`src/rtl/i3c_pkg.sv`:
```
//-------------------------------------------------
// Shared types and defaults for the target-side
// bus path. Referenced with scoped names only.
//-------------------------------------------------
`default_nettype none

package i3c_pkg;

  typedef logic [6:0] addr7_t;

  // Address byte with RnW in bit 0, or a data byte
  typedef logic [7:0] bus_byte_t;

  // Position within the 8 data bits plus ACK
  typedef logic [3:0] bit_cnt_t;

  typedef logic [19:0] hold_cnt_t;

  typedef enum logic [2:0] {
    ST_IDLE,
    ST_ADDR,
    ST_ADDR_ACK,
    ST_DATA,
    ST_DATA_ACK,
    ST_WAIT_STOP
  } fsm_state_t;

  // Cycles a pin must be steady before it is accepted
  parameter int unsigned FILTER_CYCLES_DEFAULT = 2;

endpackage

`default_nettype wire
```
`src/rtl/bus_if.sv`:
```
//-------------------------------------------------
// Filtered bus levels and condition pulses, driven
// by the bus monitor and read by its consumers.
//-------------------------------------------------
`timescale 1ns/1ps
`default_nettype none

interface bus_if;

  logic scl;
  logic sda;

  // Single-cycle pulses
  logic scl_rise;
  logic scl_fall;
  logic start;
  logic rstart;
  logic stop;

  modport mon (
    output scl, sda, scl_rise, scl_fall, start, rstart, stop
  );

  modport sink (
    input scl, sda, scl_rise, scl_fall, start, rstart, stop
  );

endinterface

`default_nettype wire

```
`src/rtl/controller.sv`:
```
//-------------------------------------------------
// Top level of the target bus path. Pins in, ACK
// on sda_o, received bytes out on valid/ready.
//-------------------------------------------------
`timescale 1ns/1ps
`default_nettype none

module controller #(
  parameter int unsigned FILTER_CYCLES = i3c_pkg::FILTER_CYCLES_DEFAULT
) (
  input  logic               clk_i,
  input  logic               rst_n_i,

  input  logic               scl_i,
  input  logic               sda_i,
  output logic               sda_o,

  input  i3c_pkg::hold_cnt_t t_hd_dat_i,
  input  logic               fsm_en_i,
  input  i3c_pkg::addr7_t    target_addr_i,
  input  logic               target_addr_valid_i,

  output logic               bus_start_o,
  output logic               bus_rstart_o,
  output logic               bus_stop_o,
  output i3c_pkg::bus_byte_t bus_addr_o,
  output logic               bus_addr_valid_o,

  output i3c_pkg::bus_byte_t rx_data_o,
  output logic               rx_valid_o,
  input  logic               rx_ready_i,

  output logic               fsm_idle_o,
  output logic               xfer_in_progress_o
);

  bus_if bus_conn ();

  i3c_pkg::bus_byte_t frame_byte;
  logic               byte_done;
  logic               ack_slot;
  logic               capture;
  logic               ack_req;

  bus_monitor #(
    .FILTER_CYCLES (FILTER_CYCLES)
  ) u_bus_monitor (
    .clk_i   (clk_i),
    .rst_n_i (rst_n_i),
    .scl_i   (scl_i),
    .sda_i   (sda_i),
    .bus     (bus_conn.mon)
  );

  byte_receiver u_byte_receiver (
    .clk_i        (clk_i),
    .rst_n_i      (rst_n_i),
    .bus          (bus_conn.sink),
    .capture_i    (capture),
    .frame_byte_o (frame_byte),
    .byte_done_o  (byte_done),
    .ack_slot_o   (ack_slot),
    .rx_data_o    (rx_data_o),
    .rx_valid_o   (rx_valid_o),
    .rx_ready_i   (rx_ready_i)
  );

  sda_driver u_sda_driver (
    .clk_i      (clk_i),
    .rst_n_i    (rst_n_i),
    .bus        (bus_conn.sink),
    .ack_req_i  (ack_req),
    .t_hd_dat_i (t_hd_dat_i),
    .sda_o      (sda_o)
  );

  target_fsm u_target_fsm (
    .clk_i               (clk_i),
    .rst_n_i             (rst_n_i),
    .bus                 (bus_conn.sink),
    .fsm_en_i            (fsm_en_i),
    .target_addr_i       (target_addr_i),
    .target_addr_valid_i (target_addr_valid_i),
    .frame_byte_i        (frame_byte),
    .byte_done_i         (byte_done),
    .ack_slot_i          (ack_slot),
    .rx_valid_i          (rx_valid_o),
    .capture_o           (capture),
    .ack_req_o           (ack_req),
    .bus_addr_o          (bus_addr_o),
    .bus_addr_valid_o    (bus_addr_valid_o),
    .fsm_idle_o          (fsm_idle_o),
    .xfer_in_progress_o  (xfer_in_progress_o)
  );

  // Condition pulses straight from the monitor
  assign bus_start_o  = bus_conn.start;
  assign bus_rstart_o = bus_conn.rstart;
  assign bus_stop_o   = bus_conn.stop;

endmodule

`default_nettype wire

```
`src/rtl/target_fsm.sv`:
```
//-------------------------------------------------
// Target control FSM: address phase, ACK decision,
// private write data phase, and wait for STOP.
//-------------------------------------------------
`timescale 1ns/1ps
`default_nettype none

module target_fsm (
  input  logic               clk_i,
  input  logic               rst_n_i,
  bus_if.sink                bus,
  input  logic               fsm_en_i,
  input  i3c_pkg::addr7_t    target_addr_i,
  input  logic               target_addr_valid_i,
  input  i3c_pkg::bus_byte_t frame_byte_i,
  input  logic               byte_done_i,
  input  logic               ack_slot_i,
  input  logic               rx_valid_i,
  output logic               capture_o,
  output logic               ack_req_o,
  output i3c_pkg::bus_byte_t bus_addr_o,
  output logic               bus_addr_valid_o,
  output logic               fsm_idle_o,
  output logic               xfer_in_progress_o
);

  i3c_pkg::fsm_state_t state_q;
  i3c_pkg::fsm_state_t state_d;
  i3c_pkg::bus_byte_t  bus_addr_q;
  logic                bus_addr_valid_q;
  logic                addr_done;
  logic                addr_match;
  logic                slot_end;

  assign addr_done  = (state_q == i3c_pkg::ST_ADDR) && byte_done_i;
  // Private write to our static address only
  assign addr_match = target_addr_valid_i && !frame_byte_i[0] &&
                      (frame_byte_i[7:1] == target_addr_i);
  assign slot_end   = bus.scl_fall && ack_slot_i;

  always_comb begin
    state_d = state_q;
    if (!fsm_en_i || bus.stop) begin
      state_d = i3c_pkg::ST_IDLE;
    end else if (bus.start || bus.rstart) begin
      state_d = i3c_pkg::ST_ADDR;
    end else begin
      case (state_q)
        i3c_pkg::ST_ADDR: begin
          if (byte_done_i) begin
            state_d = addr_match ? i3c_pkg::ST_ADDR_ACK : i3c_pkg::ST_WAIT_STOP;
          end
        end
        i3c_pkg::ST_ADDR_ACK,
        i3c_pkg::ST_DATA_ACK: begin
          if (slot_end) begin
            state_d = i3c_pkg::ST_DATA;
          end
        end
        i3c_pkg::ST_DATA: begin
          // Holding register still full, so NACK
          if (byte_done_i) begin
            state_d = rx_valid_i ? i3c_pkg::ST_WAIT_STOP : i3c_pkg::ST_DATA_ACK;
          end
        end
        default: begin
          state_d = state_q;
        end
      endcase
    end
  end

  always_ff @(posedge clk_i or negedge rst_n_i) begin
    if (!rst_n_i) begin
      state_q          <= i3c_pkg::ST_IDLE;
      bus_addr_valid_q <= 1'b0;
    end else begin
      state_q          <= state_d;
      bus_addr_valid_q <= addr_done;
    end
  end

  always_ff @(posedge clk_i) begin
    if (addr_done) begin
      bus_addr_q <= frame_byte_i;
    end
  end

  assign capture_o = (state_q == i3c_pkg::ST_DATA) && byte_done_i && !rx_valid_i;

  // Dropped once the slot is open so the closing fall releases SDA
  assign ack_req_o = ((state_q == i3c_pkg::ST_ADDR_ACK) ||
                      (state_q == i3c_pkg::ST_DATA_ACK)) && !ack_slot_i;

  assign bus_addr_o         = bus_addr_q;
  assign bus_addr_valid_o   = bus_addr_valid_q;
  assign fsm_idle_o         = (state_q == i3c_pkg::ST_IDLE);
  assign xfer_in_progress_o = state_q inside {i3c_pkg::ST_ADDR_ACK, i3c_pkg::ST_DATA,
                                              i3c_pkg::ST_DATA_ACK};

endmodule

`default_nettype wire

```
`src/rtl/sda_driver.sv`:
```
//-------------------------------------------------
// Open-drain SDA output for the ACK bit. Pulls low
// t_hd_dat cycles after SCL falls; 1 = released.
//-------------------------------------------------
`timescale 1ns/1ps
`default_nettype none

module sda_driver (
  input  logic               clk_i,
  input  logic               rst_n_i,
  bus_if.sink                bus,
  input  logic               ack_req_i,
  input  i3c_pkg::hold_cnt_t t_hd_dat_i,
  output logic               sda_o
);

  localparam i3c_pkg::hold_cnt_t ONE = i3c_pkg::hold_cnt_t'(1);

  // Nonzero while waiting out the hold time
  i3c_pkg::hold_cnt_t hold_cnt_q;
  logic               drive_q;

  always_ff @(posedge clk_i or negedge rst_n_i) begin
    if (!rst_n_i) begin
      hold_cnt_q <= '0;
      drive_q    <= 1'b0;
    end else if (bus.start || bus.rstart || bus.stop) begin
      hold_cnt_q <= '0;
      drive_q    <= 1'b0;
    end else if (bus.scl_fall) begin
      if (drive_q || hold_cnt_q != '0) begin
        hold_cnt_q <= '0;
        drive_q    <= 1'b0;
      end else if (ack_req_i) begin
        if (t_hd_dat_i <= ONE) begin
          drive_q <= 1'b1;
        end else begin
          hold_cnt_q <= ONE;
        end
      end
    end else if (hold_cnt_q != '0) begin
      if (bus.scl) begin
        // Clock high again before the hold ran out, give up
        hold_cnt_q <= '0;
      end else if (hold_cnt_q == t_hd_dat_i - ONE) begin
        hold_cnt_q <= '0;
        drive_q    <= 1'b1;
      end else begin
        hold_cnt_q <= hold_cnt_q + ONE;
      end
    end
  end

  assign sda_o = ~drive_q;

endmodule

`default_nettype wire

```
`src/rtl/byte_receiver.sv`:
```
//-------------------------------------------------
// Shifts in 9-bit frames (8 data + ACK) and holds
// one captured data byte behind a valid/ready pair.
//-------------------------------------------------
`timescale 1ns/1ps
`default_nettype none

module byte_receiver (
  input  logic               clk_i,
  input  logic               rst_n_i,
  bus_if.sink                bus,
  input  logic               capture_i,
  output i3c_pkg::bus_byte_t frame_byte_o,
  output logic               byte_done_o,
  output logic               ack_slot_o,
  output i3c_pkg::bus_byte_t rx_data_o,
  output logic               rx_valid_o,
  input  logic               rx_ready_i
);

  localparam i3c_pkg::bit_cnt_t LAST_DATA_BIT = 4'd7;
  localparam i3c_pkg::bit_cnt_t ACK_BIT       = 4'd8;

  i3c_pkg::bit_cnt_t  bit_cnt_q;
  logic [6:0]         shift_q;
  logic               ack_slot_q;
  i3c_pkg::bus_byte_t rx_data_q;
  logic               rx_valid_q;

  always_ff @(posedge clk_i or negedge rst_n_i) begin
    if (!rst_n_i) begin
      bit_cnt_q  <= '0;
      ack_slot_q <= 1'b0;
    end else if (bus.start || bus.rstart || bus.stop) begin
      bit_cnt_q  <= '0;
      ack_slot_q <= 1'b0;
    end else if (bus.scl_rise && bit_cnt_q != ACK_BIT) begin
      bit_cnt_q <= bit_cnt_q + 1'b1;
    end else if (bus.scl_fall && bit_cnt_q == ACK_BIT) begin
      // First fall opens the ACK slot, second one closes the frame
      if (ack_slot_q) begin
        ack_slot_q <= 1'b0;
        bit_cnt_q  <= '0;
      end else begin
        ack_slot_q <= 1'b1;
      end
    end
  end

  // MSB first; older bits simply fall off the top
  always_ff @(posedge clk_i) begin
    if (bus.scl_rise) begin
      shift_q <= {shift_q[5:0], bus.sda};
    end
  end

  assign frame_byte_o = {shift_q, bus.sda};
  assign byte_done_o  = bus.scl_rise && (bit_cnt_q == LAST_DATA_BIT);
  assign ack_slot_o   = ack_slot_q;

  always_ff @(posedge clk_i or negedge rst_n_i) begin
    if (!rst_n_i) begin
      rx_valid_q <= 1'b0;
    end else if (capture_i) begin
      rx_valid_q <= 1'b1;
    end else if (rx_ready_i) begin
      rx_valid_q <= 1'b0;
    end
  end

  always_ff @(posedge clk_i) begin
    if (capture_i) begin
      rx_data_q <= frame_byte_o;
    end
  end

  assign rx_data_o  = rx_data_q;
  assign rx_valid_o = rx_valid_q;

endmodule

`default_nettype wire

```
`src/rtl/bus_monitor.sv`:
```
//-------------------------------------------------
// Pin conditioning for SCL and SDA: synchronizer,
// glitch filter, then edge and START/STOP detect.
// Pulses lag the pins by FILTER_CYCLES + 3 cycles.
//-------------------------------------------------
`timescale 1ns/1ps
`default_nettype none

module bus_monitor #(
  parameter int unsigned FILTER_CYCLES = i3c_pkg::FILTER_CYCLES_DEFAULT
) (
  input  logic clk_i,
  input  logic rst_n_i,
  input  logic scl_i,
  input  logic sda_i,
  bus_if.mon   bus
);

  localparam int unsigned CNT_W = $clog2(FILTER_CYCLES + 1);

  // Bit 1 is SCL, bit 0 is SDA
  logic [1:0]            sync1_q;
  logic [1:0]            sync2_q;
  logic [1:0]            filt_q;
  logic [1:0][CNT_W-1:0] stable_cnt_q;

  logic scl_f;
  logic sda_f;
  logic scl_q;
  logic sda_q;
  logic busy_q;
  logic start_det;
  logic stop_det;

  // Idle bus is pulled high
  always_ff @(posedge clk_i or negedge rst_n_i) begin
    if (!rst_n_i) begin
      sync1_q <= '1;
      sync2_q <= '1;
    end else begin
      sync1_q <= {scl_i, sda_i};
      sync2_q <= sync1_q;
    end
  end

  always_ff @(posedge clk_i or negedge rst_n_i) begin
    if (!rst_n_i) begin
      filt_q       <= '1;
      stable_cnt_q <= '0;
    end else begin
      for (int i = 0; i < 2; i++) begin
        if (sync2_q[i] == filt_q[i]) begin
          stable_cnt_q[i] <= '0;
        end else if (stable_cnt_q[i] == CNT_W'(FILTER_CYCLES - 1)) begin
          filt_q[i]       <= sync2_q[i];
          stable_cnt_q[i] <= '0;
        end else begin
          stable_cnt_q[i] <= stable_cnt_q[i] + 1'b1;
        end
      end
    end
  end

  assign scl_f = filt_q[1];
  assign sda_f = filt_q[0];

  // SDA moving while SCL stays high
  assign start_det = scl_f & scl_q & sda_q & ~sda_f;
  assign stop_det  = scl_f & scl_q & ~sda_q & sda_f;

  always_ff @(posedge clk_i or negedge rst_n_i) begin
    if (!rst_n_i) begin
      scl_q        <= 1'b1;
      sda_q        <= 1'b1;
      busy_q       <= 1'b0;
      bus.scl_rise <= 1'b0;
      bus.scl_fall <= 1'b0;
      bus.start    <= 1'b0;
      bus.rstart   <= 1'b0;
      bus.stop     <= 1'b0;
    end else begin
      scl_q        <= scl_f;
      sda_q        <= sda_f;
      bus.scl_rise <= scl_f & ~scl_q;
      bus.scl_fall <= ~scl_f & scl_q;
      bus.start    <= start_det & ~busy_q;
      bus.rstart   <= start_det & busy_q;
      bus.stop     <= stop_det;
      if (start_det) begin
        busy_q <= 1'b1;
      end else if (stop_det) begin
        busy_q <= 1'b0;
      end
    end
  end

  // Levels aligned with the edge pulses
  assign bus.scl = scl_q;
  assign bus.sda = sda_q;

endmodule

`default_nettype wire

```
`config.mk`:
```
export PLATFORM = sky130hd
export DESIGN_NAME = controller
export DESIGN_NICKNAME = d
export VERILOG_FILES = /design/src/rtl/i3c_pkg.sv /design/src/rtl/bus_if.sv /design/src/rtl/controller.sv /design/src/rtl/target_fsm.sv /design/src/rtl/sda_driver.sv /design/src/rtl/byte_receiver.sv /design/src/rtl/bus_monitor.sv
export SDC_FILE = /design/constraint.sdc
export NUM_CORES = 1
export LEC_CHECK = 0
export ABC_CLOCK_PERIOD_IN_PS = 2100
export BUFFER_PORTS_ARGS = -buffer_cell sky130_fd_sc_hd__buf_2
export CORE_MARGIN = 2
export CORE_UTILIZATION = 30
export CTS_BUF_LIST = sky130_fd_sc_hd__clkbuf_16
export CTS_CLUSTER_DIAMETER = 200
export DETAILED_ROUTE_END_ITERATION = 10
export PLACE_DENSITY = 0.6
export SETUP_SLACK_MARGIN = 0.2
export SLEW_MARGIN = 20
export SYNTH_ARGS = -nofsm -noshare
export SYNTH_HDL_FRONTEND = slang
export SYNTH_SLANG_ARGS = --single-unit
```
`constraint.sdc`:
```
create_clock -name clk_i -period 2.1 [get_ports clk_i]
set_input_delay 0.42 -clock clk_i [delete_from_list [all_inputs] [get_ports clk_i]]
set_output_delay 0.42 -clock clk_i [all_outputs]
set_load 0.02 [all_outputs]
```
# == Word level (Yosys, flattened, before mapping) ==
# Cells that the tools add are included.
# totals
reg_bits,72
input_bits,34
out_inout_bits,24
elab_cells,146
# op_classes
n_addsub,5
n_lt_le_gt_ge,1
n_eq_ne,21
mux,40
n_bitwise,17
reduce_logical,38
# ops
op,n
$mux W20,8
$add A20 B1 Y20 const B,1
$eq A20 B20 Y1,1
$le A20 B1 Y1 const B,1
$reduce_bool A20 Y1,1
$sub A20 B1 Y20 const B,1
$mux W3,6
$mux W1,17
$mux W4,4
$reduce_bool A3 Y1,5
$ne A4 B2 Y1 const B,3
$logic_and A1 B1 Y1,10
$and A1 B1 Y1,9
$pmux W3 S3,1
$mux W2,4
$ne A4 B3 Y1 const B,2
$not A1 Y1,8
$reduce_and A2 Y1,4
$eq A7 B7 Y1,1
$eq A3 B2 Y1 const B,2
$reduce_bool A2 Y1,3
$logic_or A1 B1 Y1,5
$reduce_and A5 Y1,1
$reduce_bool A5 Y1,1
other kinds (17),23

# == Longest topological paths before layout ==
# logic_depth
ltp_word,8
mapped_depth,10
depth_no_buf,9

# == Cells and area by module ==
# Synthesis repeated with hierarchy kept, for this count alone.
# hier_totals
hier_cells,392
hier_area_um2,4028.9
# by_module_without_submodules
module,n_inst,cells_each,area_per_inst_um2,seq_area_each_um2
sda_driver,1,240,1955.6,525.5
byte_receiver,1,57,857.1,600.6
target_fsm,1,56,625.6,340.3
bus_monitor,1,39,590.6,460.4

# == Worst setup path after synthesis ==
# Ideal clock, no wire load.
# synth_path
path_type,in2reg
from,in t_hd_dat_i[2]
to,reg u_sda_driver.hold_cnt_q[13]
setup_ns,0.126
arrival_time_ns,2.629
t_required_ns,1.974
slack_ns,-0.655
path_stages,9
path_buffers,2
path_cell_list,buf_6 nor4_2 nand2_1 or4_1 xnor2_1 a2111oi_2 nand4_2 buf_6 o311a_1
# synth_via
elab_chain_cells,7
elab_cells_between_ends,10
cone_classes,add/sub (1); order compare (1); eq/ne (2); mux (5); reduce/logical (1)
# synth_rtl
item,line_no,source
from (decl),controller.sv:18,"input i3c_pkg::hold_cnt_t t_hd_dat_i,"
$sub A20 B1 Y20,sda_driver.sv:45,end else if (hold_cnt_q == t_hd_dat_i - ONE) begin
$eq A20 B20 Y1,sda_driver.sv:45,
$mux W20,sda_driver.sv:45,
$mux W20,sda_driver.sv:42,if (bus.scl) begin
$mux W20,sda_driver.sv:41,end else if (hold_cnt_q != '0) begin
$mux W20,sda_driver.sv:30,end else if (bus.scl_fall) begin
$mux W20,sda_driver.sv:27,end else if (bus.start || bus.rstart || bus.stop) begin
to (signal assigned),sda_driver.sv:49,hold_cnt_q <= hold_cnt_q + ONE;
to (decl),sda_driver.sv:20,i3c_pkg::hold_cnt_t hold_cnt_q;
# Several ways; a longest one is shown, not always the timed one. The select of a mux whose other input is x is not followed.
# A chain may end at the register's enable or synchronous reset.

# == Final worst setup path ==
# layout_path
from,in t_hd_dat_i[1]
to,reg u_sda_driver.hold_cnt_q[17]
# Same word-level chain as after synthesis.

==> results by group <==
Final layout
  • Area grow syn2layout: 38.5%
  • Diodes inserted: 0
  • Most common cell after layout, fill and taps aside: buf_4
  • Final Non-Filler Cells: 677
  • Most frequent cells in the layout: buf_4, buf_2, dfrtp_1
  • Share of layout cells above drive strength 1: 37.8%
  • Final nets: 540

Logic synthesis
  • Synthesized-area fraction occupied by adder cells: 1.92%
  • Top post-synthesis cells by area: dfrtp_1, edfxtp_1, xnor2_1, dfstp_2, xor2_1
  • Xor/xnor share of the synthesized area: 12.5%
  • Total of warnings raised by yosys: 0
  • Post-synth EDFFs: 23
  • Cell variety after synth: 60
  • Area leader, netlist: dfrtp_1
  • Main combinational cell family by area after synthesis: simple AND/OR/NAND/NOR gates
  • Ys async rst share: 68.1%
  • Synth Instances: 365
  • Synth Area in Compound Gates: 11.0%
  • Post-Synth Simple-Gate Area: 20.1%
  • Mapped Avg Cell Area: 10.7 um2
  • Top-area cell type share of the netlist area: 26.2%
  • Post-synthesis mux area share: 1.12%
  • Synthesized area: 3910 um2
  • Seq/Total Area, Yosys: 49.2%
  • Post-synth net total: 405
  • #FFs+latches synth: 72
  • Top_reg_cell synth: dfrtp_1

STA
  • Final period util: 115%
  • Pins Over Slew Limit: 0
  • Final hold vios: 0
  • Minimum clock period: 2.42 ns
  • Clock skew: 0.00829 ns
  • RSZ-0062 raised after global routing: true
  • Max-slew headroom: 57.3%
  • Final WS setup: -0.322 ns
  • Worst-margin pin slew: 0.640 ns
  • Setup-failing EPs final: 21
  • Worst hold margin: 0.183 ns
  • F_max: 413 MHz

CTS
  • Clock Path Buffers: 2
  • Clock sink count: 72
  • CTS tree: built
  • H-tree levels: 3
  • Num CTS Buffers: 9
  • CTS clk-pin slew, worst paths: 0.05 ns
  • Cts-stage hold buffer count: 0
  • CTS Root Cell: clkbuf_16
  • Clock Latency Late Sink: 0.34 ns

Critical path
  • Startpoint types: input port
  • Slowest-stage cell, CP: or3b_4
  • CP required: 2.31 ns
  • CP endpoint kind: register
  • Crit-path max cell delay: 0.38 ns
  • Worst EP arrival: 2.63 ns
  • CP Max Fanout: 21
  • Crit Path Category: input port to register
  • Crit-path cells: buf_8 > inv_4 > ha_4 > or3b_4 > or3_4 > nor2_4 > xnor2_2 > a2111oi_4 > nand4_2 > buf_12 > o311a_1

Route
  • DR iter-0 viols: 177
  • Pre-Repair DR Iteration Count: 4
  • Total Wirelength: 9840 um
  • Via-per-instance ratio: 4.86
  • Post-DRT Antenna Nets: 0
  • Via count: 3287
  • DR DRC count: 0
  • Per-cell routed wire length: 14.5 um

Die
  • Core Footprint: 12700 um2
  • Die Y: 118 um
  • Row Count: 41
  • Die Span X: 118 um
  • Initial Util: 30.9%
  • Ports: 58
  • Die area: 14000 um2

Power and ir drop
  • Flop pwr share: 39.1%
  • Pint: 3.45 mW
  • NetSw: 1.63 mW
  • Peak VDD IR: 0.486 mV
  • Leakage: 2.37 nW
  • Clock share of power: 28.5%
  • Sw frac: 32.0%
  • P per Cell Area: 937 nW/um2
  • Comb pwr share: 32.3%

Status
  • Status: complete, but fails checks
  • Violated checks: setup timing

GRT
  • Largest net degree at the start of global routing: 50
  • GRT overflow: 0
  • Antenna violations before repair: 0
  • Number of global-route vias before repair: 3228
  • First-pass GRT wire length: 16000 um
  • Global Route Usage Sum: 14.1%

Placed design
  • Placed cell count: 653
  • Hpwl dp: 7180 um
  • Routability cong.: 0.832
  • Port bufs: 57

Worst hold path
  • Hold WC Path Type: input port to register

Run
  • Max Cap Viol: 0
[area by class of cell]
class | instances | area [um2]
well taps | 172 | 215
fillers | 1210 | 7250
repair buffers | 139 | 961
clock buffers | 9 | 225
multi-input cells | 259 | 1960
inverters | 19 | 76.3
flip-flops and latches | 72 | 1930
clock inverters | 7 | 58.8
[sequential cells by signal, indices dropped and copies added (netlist names), 2 cells and up]
register                    cells
u_bus_monitor.filt_q            2
u_bus_monitor.stable_cnt_q      4
u_bus_monitor.sync1_q           2
u_bus_monitor.sync2_q           2
u_byte_receiver.bit_cnt_q       4
u_byte_receiver.rx_data_o       8
u_byte_receiver.shift_q         7
u_sda_driver.hold_cnt_q        20
u_target_fsm.bus_addr_o         8
u_target_fsm.state_q            3
[worst max-delay path: cells and delay by family]
family / cells / cell delay [ns]
and+or+nand+nor: 4 / 1.03
AOI/OAI and AO/OA: 2 / 0.64
buffers and inverters: 3 / 0.33
xor gates and xnor gates: 1 / 0.08
adders and majority gates: 1 / 0.12
[synth_stat cells (all sizes together) (2+ instances only)]
library cell / instances
mux2: 3
buf: 8
edfxtp: 23
a2111oi: 2
and2: 2
nor2b: 4
o31ai: 2
nand4: 11
inv: 19
clkbuf: 7
or3b: 2
a21oi: 5
a32o: 2
or3: 4
ha: 6
o211a: 2
nand3b: 3
a21o: 2
nand2b: 2
nand3: 16
nand2: 21
and3: 5
nor4: 13
o21ai: 8
xor2: 18
nor2: 27
a31oi: 2
nor3: 19
o31a: 2
dfstp: 8
a22o: 2
o311a: 15
or2: 3
nor3b: 3
dfrtp: 41
o211ai: 2
xnor2: 38
[final timing paths]
kind	start	to	slack [ns]	cells after the start
max	t_hd_dat_i[1]	u_sda_driver.hold_cnt_q[17]	-0.32	11
max in group asynchronous	rst_n_i	u_target_fsm.bus_addr_valid_o	1.47	2
min	scl_i	u_bus_monitor.sync1_q[1]	0.18	1
min reg2reg	u_bus_monitor.sync1_q[1]	u_bus_monitor.sync2_q[1]	0.36	0
min in group asynchronous	rst_n_i	u_sda_driver.hold_cnt_q[13]	0.20	2
max reg2reg	u_sda_driver.hold_cnt_q[7]	u_sda_driver.hold_cnt_q[17]	-0.07	7
[logic make-up (layout without fill, tap and decap cells)]
family          Yosys count  after routing
fa+ha+maj                 6              6
compound gates           53             53
mux                       4              4
buf+inv                  34            174
flops                    72             72
simple gates            140            140
xor+xnor                 56             56
[power groups by stage]
| stage | logic [mW] | registers (mW) | clock network (mW) |
|---|---|---|---|
| floorplan | 0.846 | 1.99 | 0 |
| global placement | 1.51 | 2.00 | 0 |
| detailed placement | 1.54 | 2.01 | 0 |
| CTS | 1.59 | 1.99 | 1.49 |
| global route | 1.80 | 2.02 | 1.55 |
| finish | 1.64 | 1.99 | 1.45 |
[routing by layer]
metal / wire (um) / global-route usage (%) / part of all wire, %
met1: 4410 / 18.2 / 45
met2: 5040 / 23.9 / 51
met3: 236 / 2.17 / 2.4
met4: 158 / 5.35 / 1.6
met5: 0 / 0 / 0
[per-stage QoR]
stage	util, %	area [um2]	total power [mW]	setup WS, ns	TNS, ns
after floorplan	-	3950	2.84	-0.462	-8.82
after global placement	39.0	4950	3.51	-0.603	-12.06
after detailed placement	39.0	4950	3.55	-0.654	-12.95
after CTS	42.0	5320	5.07	-0.256	-4.67
after global routing	42.8	5420	5.38	-0.397	-7.61
final	42.8	5420	5.08	-0.322	-5.94
[repair_timing]
action	4_1_cts	5_1_grt
cloned	1	0
resized for setup	17	11
hold endpoints to repair	0	0
pin swaps	8	10
endpoints found under the setup margin	22	31
setup buffers	2	5
No activity file was read; power rests on OpenSTA's default activity.
